### src/hdl/matmul_pkg.sv
`default_nettype none

// shared widths and types for the weight by activation accumulator
package matmul_pkg;

    // one packed weight byte carries a base-5 digit and two base-7 digits,
    // so there is one accumulator row per digit
    localparam int NUM_ROWS = 3;

    // signed activation width
    localparam int ACT_W = 8;

    // accumulator width
    // wide enough for long batches of doubled int8 values
    localparam int ACC_W = 18;

    // signed activation as it arrives each cycle
    typedef logic signed [ACT_W-1:0] act_t;

    // activation after sign extension and optional doubling or halving
    typedef logic signed [ACT_W:0] addend_t;

    // one row's running sum
    typedef logic signed [ACC_W-1:0] acc_t;

    // one decoded weight
    // zero makes the row hold its sum
    // sign subtracts the scaled activation
    // mul2 doubles the activation
    // div2 halves the activation and rounds toward minus infinity
    typedef struct packed {
        logic zero;
        logic sign;
        logic mul2;
        logic div2;
    } weight_ctrl_t;

    // decoded weights of one packed byte, indexed by row
    typedef weight_ctrl_t [NUM_ROWS-1:0] weight_set_t;

    // everything the rows consume in one cycle
    typedef struct packed {
        weight_set_t weights;
        act_t        act;
    } operand_t;

endpackage

`default_nettype wire

### src/hdl/weight_decoder.sv
`timescale 1ns/1ps
`default_nettype none

// splits a packed weight byte into one base-5 and two base-7 digits
// and turns each digit into the per-row control flags
module weight_decoder
    import matmul_pkg::*;
(
    input  wire [7:0]  weights,
    output weight_set_t weight_set
);

    // only 5 * 7 * 7 = 245 codes are valid and the rest mean no weight at all
    localparam logic [7:0] CODE_LIMIT = 8'd245;

    // flags are ordered {zero, sign, mul2, div2}
    localparam weight_ctrl_t ZERO_WEIGHT = 4'b1000;

    logic [7:0] quot5;
    logic [2:0] digit_q;
    logic [2:0] digit_s1;
    logic [2:0] digit_s0;

    // base-5 digit to weight 0, 1, 2, -1 or -2
    function automatic weight_ctrl_t decode_quinary(input logic [2:0] digit);
        weight_ctrl_t ctrl;
        case (digit)
            3'd0:    ctrl = 4'b1000;
            3'd1:    ctrl = 4'b0000;
            3'd2:    ctrl = 4'b0010;
            3'd3:    ctrl = 4'b0100;
            3'd4:    ctrl = 4'b0110;
            default: ctrl = ZERO_WEIGHT;
        endcase
        return ctrl;
    endfunction

    // base-7 digit to weight 0, 1/2, 1, 2, -1/2, -1 or -2
    function automatic weight_ctrl_t decode_septenary(input logic [2:0] digit);
        weight_ctrl_t ctrl;
        case (digit)
            3'd0:    ctrl = 4'b1000;
            3'd1:    ctrl = 4'b0001;  // +1/2
            3'd2:    ctrl = 4'b0000;
            3'd3:    ctrl = 4'b0010;
            3'd4:    ctrl = 4'b0101;  // -1/2
            3'd5:    ctrl = 4'b0100;
            3'd6:    ctrl = 4'b0110;
            default: ctrl = ZERO_WEIGHT;
        endcase
        return ctrl;
    endfunction

    // the code is d0 * 35 + d1 * 5 + dq
    always_comb begin
        quot5    = weights / 8'd5;
        digit_q  = 3'(weights % 8'd5);
        digit_s1 = 3'(quot5 % 8'd7);
        digit_s0 = 3'(quot5 / 8'd7);
    end

    // lowest digit drives the highest row, as in the packed format
    always_comb begin
        if (weights < CODE_LIMIT) begin
            weight_set[2] = decode_quinary(digit_q);
            weight_set[1] = decode_septenary(digit_s1);
            weight_set[0] = decode_septenary(digit_s0);
        end else begin
            for (int r = 0; r < NUM_ROWS; r++) begin
                weight_set[r] = ZERO_WEIGHT;
            end
        end
    end

endmodule

`default_nettype wire

### src/hdl/mac_array.sv
`timescale 1ns/1ps
`default_nettype none

// operand double buffer followed by one scaling accumulator per row
//
// an operand sampled at edge k sits in the next stage after k, in the
// current stage after k+1, and lands in the accumulator at k+2
module mac_array
    import matmul_pkg::*;
(
    input  wire       clk,
    input  wire       reset,
    input  wire       operand_t operand,
    input  wire       readout,
    output acc_t      acc_next [NUM_ROWS]
);

    operand_t operand_next;
    operand_t operand_curr;

    acc_t    acc [NUM_ROWS];
    addend_t act_ext;
    addend_t addend [NUM_ROWS];

    // input side of the double buffer
    always_ff @(posedge clk) begin
        if (reset) begin
            operand_next <= '0;
        end else begin
            operand_next <= operand;
        end
    end

    // current stage that the rows compute on
    always_ff @(posedge clk) begin
        if (reset) begin
            operand_curr <= '0;
        end else begin
            operand_curr <= operand_next;
        end
    end

    // sign extend before any shift so halving stays arithmetic
    assign act_ext = {operand_curr.act[ACT_W-1], operand_curr.act};

    // per-row scaling of the shared activation
    always_comb begin
        for (int r = 0; r < NUM_ROWS; r++) begin
            if (operand_curr.weights[r].mul2) begin
                addend[r] = act_ext <<< 1;
            end else if (operand_curr.weights[r].div2) begin
                // floor division so -3 / 2 gives -2
                addend[r] = act_ext >>> 1;
            end else begin
                addend[r] = act_ext;
            end
        end
    end

    // next sum of every row
    always_comb begin
        for (int r = 0; r < NUM_ROWS; r++) begin
            if (operand_curr.weights[r].zero) begin
                acc_next[r] = acc[r];
            end else if (operand_curr.weights[r].sign) begin
                acc_next[r] = acc[r] - acc_t'(addend[r]);
            end else begin
                acc_next[r] = acc[r] + acc_t'(addend[r]);
            end
        end
    end

    // readout clears the sums in the same edge that the queue takes acc_next,
    // so the operand already in the next stage opens the new batch
    always_ff @(posedge clk) begin
        for (int r = 0; r < NUM_ROWS; r++) begin
            if (reset || readout) begin
                acc[r] <= '0;
            end else begin
                acc[r] <= acc_next[r];
            end
        end
    end

endmodule

`default_nettype wire

### src/hdl/readout_queue.sv
`timescale 1ns/1ps
`default_nettype none

// output queue of row sums
// loaded all at once on readout, then drained one row per cycle
module readout_queue
    import matmul_pkg::*;
#(
    // lowest sum bit that appears on out
    parameter int OUT_SHIFT = 9
) (
    input  wire        clk,
    input  wire        reset,
    input  wire        readout,
    input  wire  acc_t acc_next [NUM_ROWS],
    output logic [7:0] out
);

    acc_t queue [NUM_ROWS];

    always_ff @(posedge clk) begin
        if (reset) begin
            for (int r = 0; r < NUM_ROWS; r++) begin
                queue[r] <= '0;
            end
        end else if (readout) begin
            // acc_next already holds the operand in the current stage
            for (int r = 0; r < NUM_ROWS; r++) begin
                queue[r] <= acc_next[r];
            end
        end else begin
            // shift toward entry 0
            // top entry keeps its value so the last row stays on out
            for (int r = 0; r < NUM_ROWS - 1; r++) begin
                queue[r] <= queue[r+1];
            end
        end
    end

    // byte window of the head entry
    assign out = queue[0][OUT_SHIFT +: 8];

endmodule

`default_nettype wire

### src/hdl/matmul_top.sv
`timescale 1ns/1ps
`default_nettype none

// weight by activation accumulator
//
// each cycle one packed weight byte and one int8 activation are taken in,
// a readout pulse dumps the three row sums and restarts accumulation
module matmul_top
    import matmul_pkg::*;
#(
    parameter int OUT_SHIFT = 9
) (
    input  wire        clk,
    input  wire        reset,
    input  wire  [7:0] weights,
    input  wire  act_t act,
    input  wire        readout,
    output logic [7:0] out
);

    weight_set_t weight_set;
    operand_t    operand;
    acc_t        acc_next [NUM_ROWS];

    // combinational decode of the byte code into per-row flags
    weight_decoder u_weight_decoder (
        .weights    (weights),
        .weight_set (weight_set)
    );

    // weights and activation travel together through the mac pipeline
    assign operand.weights = weight_set;
    assign operand.act     = act;

    mac_array u_mac_array (
        .clk      (clk),
        .reset    (reset),
        .operand  (operand),
        .readout  (readout),
        .acc_next (acc_next)
    );

    readout_queue #(
        .OUT_SHIFT (OUT_SHIFT)
    ) u_readout_queue (
        .clk      (clk),
        .reset    (reset),
        .readout  (readout),
        .acc_next (acc_next),
        .out      (out)
    );

endmodule

`default_nettype wire

### config.mk
export PLATFORM = sky130hd
export DESIGN_NAME = matmul_top
export DESIGN_NICKNAME = d
export VERILOG_FILES = /design/src/hdl/matmul_pkg.sv /design/src/hdl/weight_decoder.sv /design/src/hdl/mac_array.sv /design/src/hdl/readout_queue.sv /design/src/hdl/matmul_top.sv
export SDC_FILE = /design/constraint.sdc
export NUM_CORES = 1
export LEC_CHECK = 0
export BUFFER_PORTS_ARGS = -buffer_cell sky130_fd_sc_hd__buf_4
export CAP_MARGIN = 0
export CELL_PAD_IN_SITES_DETAIL_PLACEMENT = 1
export CELL_PAD_IN_SITES_GLOBAL_PLACEMENT = 2
export CORE_MARGIN = 3
export CORE_UTILIZATION = 39
export CTS_CLUSTER_SIZE = 8
export DETAILED_ROUTE_END_ITERATION = 8
export PLACE_DENSITY_LB_ADDON = 0.1
export SLEW_MARGIN = 20
export SYNTH_ARGS = -nofsm -noshare
export SYNTH_HDL_FRONTEND = slang
export SYNTH_SLANG_ARGS = --single-unit
### constraint.sdc
create_clock -name clk -period 6.6 [get_ports clk]
set_clock_uncertainty 0.15 [all_clocks]
set_input_delay 0.66 -clock clk [delete_from_list [all_inputs] [get_ports clk]]
set_output_delay 0.66 -clock clk [all_outputs]
set_load 0.02 [all_outputs]
; ---- Word level (Yosys, flattened, before mapping)
; Memories as Yosys holds them, arrays and structs flattened.
; Index checks and enable logic that the tools add are counted.
[totals]
word_cells = 101
mem_count = 2
ramBits = 108
inputBits = 19
reg_bits = 40
[memory_table]
columns = memory, depth, word_bits, read_ports, rd_clocked_by_memory_dff, wr, line_no
row1 = u_mac_array.acc, 3, 18, 3, 0, 3, mac_array.sv:21  ; acc_t acc [NUM_ROWS];
row2 = u_readout_queue.queue, 3, 18, 3, 0, 3, readout_queue.sv:19  ; acc_t queue [NUM_ROWS];
[classes]
n_bitwise = 9
n_eq_ne = 16
addsub = 6
reduce_logical = 2
muxes = 35
order_cmp = 1
n_div = 4
[op_table]
columns = operator, count
row1 = $mux 18, 14
row2 = $add 18x9->18, 3
row3 = $sub 18x9->18, 3
row4 = $pmux 4 s6, 2
row5 = $mux 8, 3
row6 = $eq 3x3->1 const B, 7
row7 = $mux 7, 3
row8 = $eq 3x2->1 const B, 6
row9 = $div 8x3->8 const B, 2
row10 = $mod 8x3->8 const B, 2
row11 = $pmux 4 s4, 1
row12 = $mux 12, 1
row13 = $mux 1, 11
row14 = $eq 3x1->1 const B, 3
row15 = $lt 8x8->1 const B, 1
row16 = $or 1x1->1, 8
row17 = $reduce_or 2->1, 1
row18 = $logic_or 1x1->1, 1
row19 = $not 1->1, 1

; ---- Longest topological paths before layout
[depth]
word_depth = 7
ltp_mapped = 29
depth_no_buf = 24

; ---- Hierarchy
; From an unflattened synthesis, not the netlist that was laid out.
[hier_totals]
hier_cells = 1236
area_unflattened_um2 = 10098.4
[by_module_without_submodules]
columns = module, n_inst, area_each_um2, cells_each
row1 = mac_array, 1, 7153.1, 896
row2 = weight_decoder, 1, 1829.3, 261
row3 = readout_queue, 1, 1116.1, 79

; ---- Worst setup path after synthesis
; Ideal clock, no wire load.
[synth_timing]
kind = input to register
from = input port weights[6]
to = register u_mac_array.operand_next[15] (netlist name)
cell_stages = 29
required_time_ns = 6.370
slack_ns = 0.697
path_buffers = 5
t_arrival_ns = 5.673
path_cell_list = buf_6 -> buf_4 -> buf_2 -> xnor2_1 -> o21ai_0 -> a2111oi_0 -> o21a_1 -> ha_1 -> or2_2 -> nand2_1 -> a221o_1 -> inv_4 -> xnor2_1 -> ha_1 -> nor2b_1 -> or2_0 -> a21oi_1 -> nor3_2 -> a21o_1 -> a21oi_1 -> ha_1 -> buf_1 -> inv_1 -> a311o_1 -> nand2_1 -> buf_6 -> nand2_1 -> o311a_1 -> a211oi_2
[synth_via]
elab_chain_cells = 5
[synth_rtl]
columns = element, line_no
row1 = start: declaration, matmul_top.sv:15  ; input wire [7:0] weights,
row2 = $div 8x3->8, weight_decoder.sv:56  ; quot5 = weights / 8'd5;
row3 = $mod 8x3->8, weight_decoder.sv:58  ; digit_s1 = 3'(quot5 % 8'd7);
row4 = $eq 3x3->1 (tied with other cells), weight_decoder.sv:41  ; case (digit)
row5 = $pmux 4 s6, weight_decoder.sv:41
row6 = $mux 12 (*), weight_decoder.sv:64  ; if (weights < CODE_LIMIT) begin
row7 = end signal: assignment, mac_array.sv:30  ; operand_next <= operand;
row8 = end: declaration, mac_array.sv:18  ; operand_t operand_next;
; Every way passes the cells marked *; elsewhere a longest branch is shown, timed or not.
; A chain may end at the register's enable or synchronous reset.

; ---- Worst setup path in the final report
[layout_timing]
from = input port weights[4]
to = register u_mac_array.operand_next[15] (netlist name)
; Same word-level chain as after synthesis.

==> impl_metrics.json <==
{
  "vias_per_cell": 5.44,
  "synthToLayoutAreaGrowth_pct": 10.5,
  "synthMuxAreaShare_pct": 5.04,
  "clkTransAtPathRegs_ns": 0.06,
  "gr-total-overflow": 0,
  "synth_seq_cells": 113,
  "rows": 54,
  "r2r_slack_ns": 1.50,
  "critPathArrivalTime_ns": 6.22,
  "p_int_w": 0.00234,
  "slowest_stage": "xnor2_1",
  "dr_wl_met2_um": 10400,
  "ir_drop_v": 0.000139,
  "path_buf_inv": 3,
  "postCtsSetupBuffers": 0,
  "die_w_um": 157,
  "drc_errors": 0,
  "synth_edf_count": 24,
  "p_sw_w": 0.00163,
  "start_util_pct": 40.1,
  "grt_max_degree": 44,
  "final_cells": 1401,
  "post_cts_resized": 0,
  "drive_gt1_share_pct": 9.90,
  "routed.top_layer": "met4",
  "synth_compound_area_share_pct": 22.2,
  "required_ns": 6.80,
  "avgSynthCellArea_um2": 7.99,
  "coreArea_um2": 22100,
  "critPathKind": "input pin to flop",
  "status": "finished, final reports clean",
  "synth_xor_area_share_pct": 6.43,
  "worst_pin_slew_ns": 0.749,
  "cp_top_family": "compound AO/OA/AOI/OAI gates",
  "slew_headroom_pct": 49.4,
  "fin_nets": 1193,
  "synth.distinct_cells": 96,
  "wl_per_cell_um": 16.0,
  "worstHoldPathType": "flop to flop",
  "pin_count": 27,
  "grt_pass1_vias": 7811,
  "track_usage_pct": 19.3,
  "clock_latency_ns": 0.43,
  "cts.sinks": 113,
  "setup_tns_ns": 0,
  "synth_simple_gate_area_share_pct": 22.4,
  "place_hpwl_um": 16700,
  "p_clk_share_pct": 23.7,
  "cts_root_buf": "clkbuf_16",
  "syn_area_um2": 8870,
  "p_sw_share_pct": 41.0,
  "antenna_found_initial": 0,
  "drv_cap": 0,
  "ant_nets": 0,
  "crit_path_start_kind": "input pin",
  "cp-end-kind": "flop",
  "fmaxAchievable_mhz": 166,
  "p_total_w": 0.00397,
  "diodes": 0,
  "hold_violations": 0,
  "utilization_pct": 44.4,
  "rsz0062_at_grt": "no",
  "setup_viol": 0,
  "synth_flop_cell": "dfxtp_1",
  "syn-instance-count": 1110,
  "synth_top_cell_area_share_pct": 20.1,
  "vias": 7617,
  "combPwrFrac_pct": 51.4,
  "synthAdderAreaFrac_pct": 9.56,
  "yosysSeqAreaShare_pct": 28.2,
  "max_stage_delay_ns": 0.38,
  "met1_length_um": 11300,
  "cts_buffer_depth": 2,
  "drt_wl_total_um": 22400,
  "layout_common_cells": "nor2_1, a21oi_1, dfxtp_1, nand2_1, ha_1",
  "pwr-share-seq_pct": 24.9,
  "cpMostUsedCell": "ha_1",
  "p_per_area_nw_per_um2": 405,
  "port-buffer-count": 26,
  "final_common_cell": "nor2_1",
  "globalplace.congestion": 0.816,
  "postCtsHoldBufs": 0,
  "cts_tree": "yes",
  "synth-async-reset-ratio_pct": 0,
  "p_leak_nw": 3.95,
  "ys_warn_count": 0,
  "die_y_um": 157,
  "period_needed_ns": 6.02,
  "cts_buffers": 17,
  "dp_cells": 1369,
  "drv_slew": 0,
  "dieArea_um2": 24600,
  "grt_pass1_wl_um": 38800,
  "drtPass1Iterations": 4,
  "synth_area_leaders": "dfxtp_1, ha_1, edfxtp_1",
  "period_share_pct": 91.2,
  "finish.instance_area_um2": 9800,
  "drt_iter0_markers": 344,
  "synth_top_family_by_area": "simple AND/OR/NAND/NOR gates",
  "path_max_fanout": 27,
  "yosysTopAreaCell": "dfxtp_1",
  "htree_num_levels": 4,
  "dpl_cell_area_um2": 9190,
  "route.met3.wl_um": 491
}
-- per-layer routing --
metal	vias up	track usage [%]
met5	-	0
met4	0	4.54
met3	15	3.68
met2	65	32.4
met1	3622	25.8
li1	3915	-
-- cell usage after synthesis, drive strengths merged, types with 3 or more instances --
library cell,number
xor2,28
a31oi,13
a31o,4
o211ai,7
buf,27
o221ai,6
o31ai,6
a21oi,120
o21a,7
a21boi,4
or3,5
a41oi,3
and2,12
or2,9
nor2b,43
nor3,26
inv,50
clkbuf,45
fa,3
mux2,5
o21bai,6
and3,11
a211o,3
nand2,66
dfxtp,89
a21o,11
ha,63
a2111oi,3
edfxtp,24
nor3b,6
o31a,6
nand2b,19
mux2i,39
nor2,147
o22ai,6
nor4,5
o21ai,53
a211oi,22
o211a,3
nor4b,3
nand3,24
xnor2,35
nand3b,4
-- kinds of logic after synthesis --
family | count (synthesis)
AO/OA/AOI/OAI | 305
XOR/XNOR | 63
adder cells (fa/ha/maj) | 66
buffers and inverters | 123
flip-flops | 113
multiplexers | 44
other | 1
AND/OR/NAND/NOR | 395
-- layout make-up --
cell class	count	area, um^2
clock buffer	20	489
clock inverter	12	118
fill	2694	12300
inverter	51	194
multi-input combinational	889	5880
sequential	113	2500
tap	280	350
timing repair buffer	36	270
-- power by group through the flow --
stage	clock (W)	combinational (W)	sequential [W]
6_report	0.000938	0.00204	0.000989
5_1_grt	0.000999	0.00235	0.00101
4_1_cts	0.000964	0.00206	0.000990
3_5_place_dp	0	0.00204	0.00100
3_3_place_gp	0	0.00202	0.000999
2_1_floorplan	0	0.00170	0.000944
-- worst reg2reg max path, delay by kind of cell, from the launching register on --
kind,cells,cell delay (ns)
muxes,3,0.45
buffers and inverters,1,0.12
AOI/OAI and AO/OA,10,2.43
xor gates and xnor gates,1,0.18
DFF,1,0.62
adders and majority gates,2,0.77
and+or+nand+nor,1,0.09
-- path summary, 6_finish.rpt --
path / startpoint / endpoint / depth (start not counted)
worst max-delay path: weights[4] / u_mac_array.operand_next[15]$_SDFF_PP0_ / 25
worst min-delay path: u_mac_array.operand_next[10]$_SDFF_PP0_ / u_mac_array.operand_curr[10]$_SDFF_PP0_ / 1
worst max register to register: u_mac_array.act_ext[2]$_SDFF_PP0_ / u_readout_queue.queue[0][16]$_DFFE_PP_ / 18
worst min register to register: u_mac_array.operand_next[10]$_SDFF_PP0_ / u_mac_array.operand_curr[10]$_SDFF_PP0_ / 1
-- per-stage QoR --
stage,hold WS (ns),setup WS (ns)
floorplan,0.264,0.697
global placement,0.267,0.407
detailed placement,0.276,0.168
CTS,0.283,0.611
global route,0.281,0.0718
finish,0.283,0.580
No activity file was read; power rests on OpenSTA's default activity.
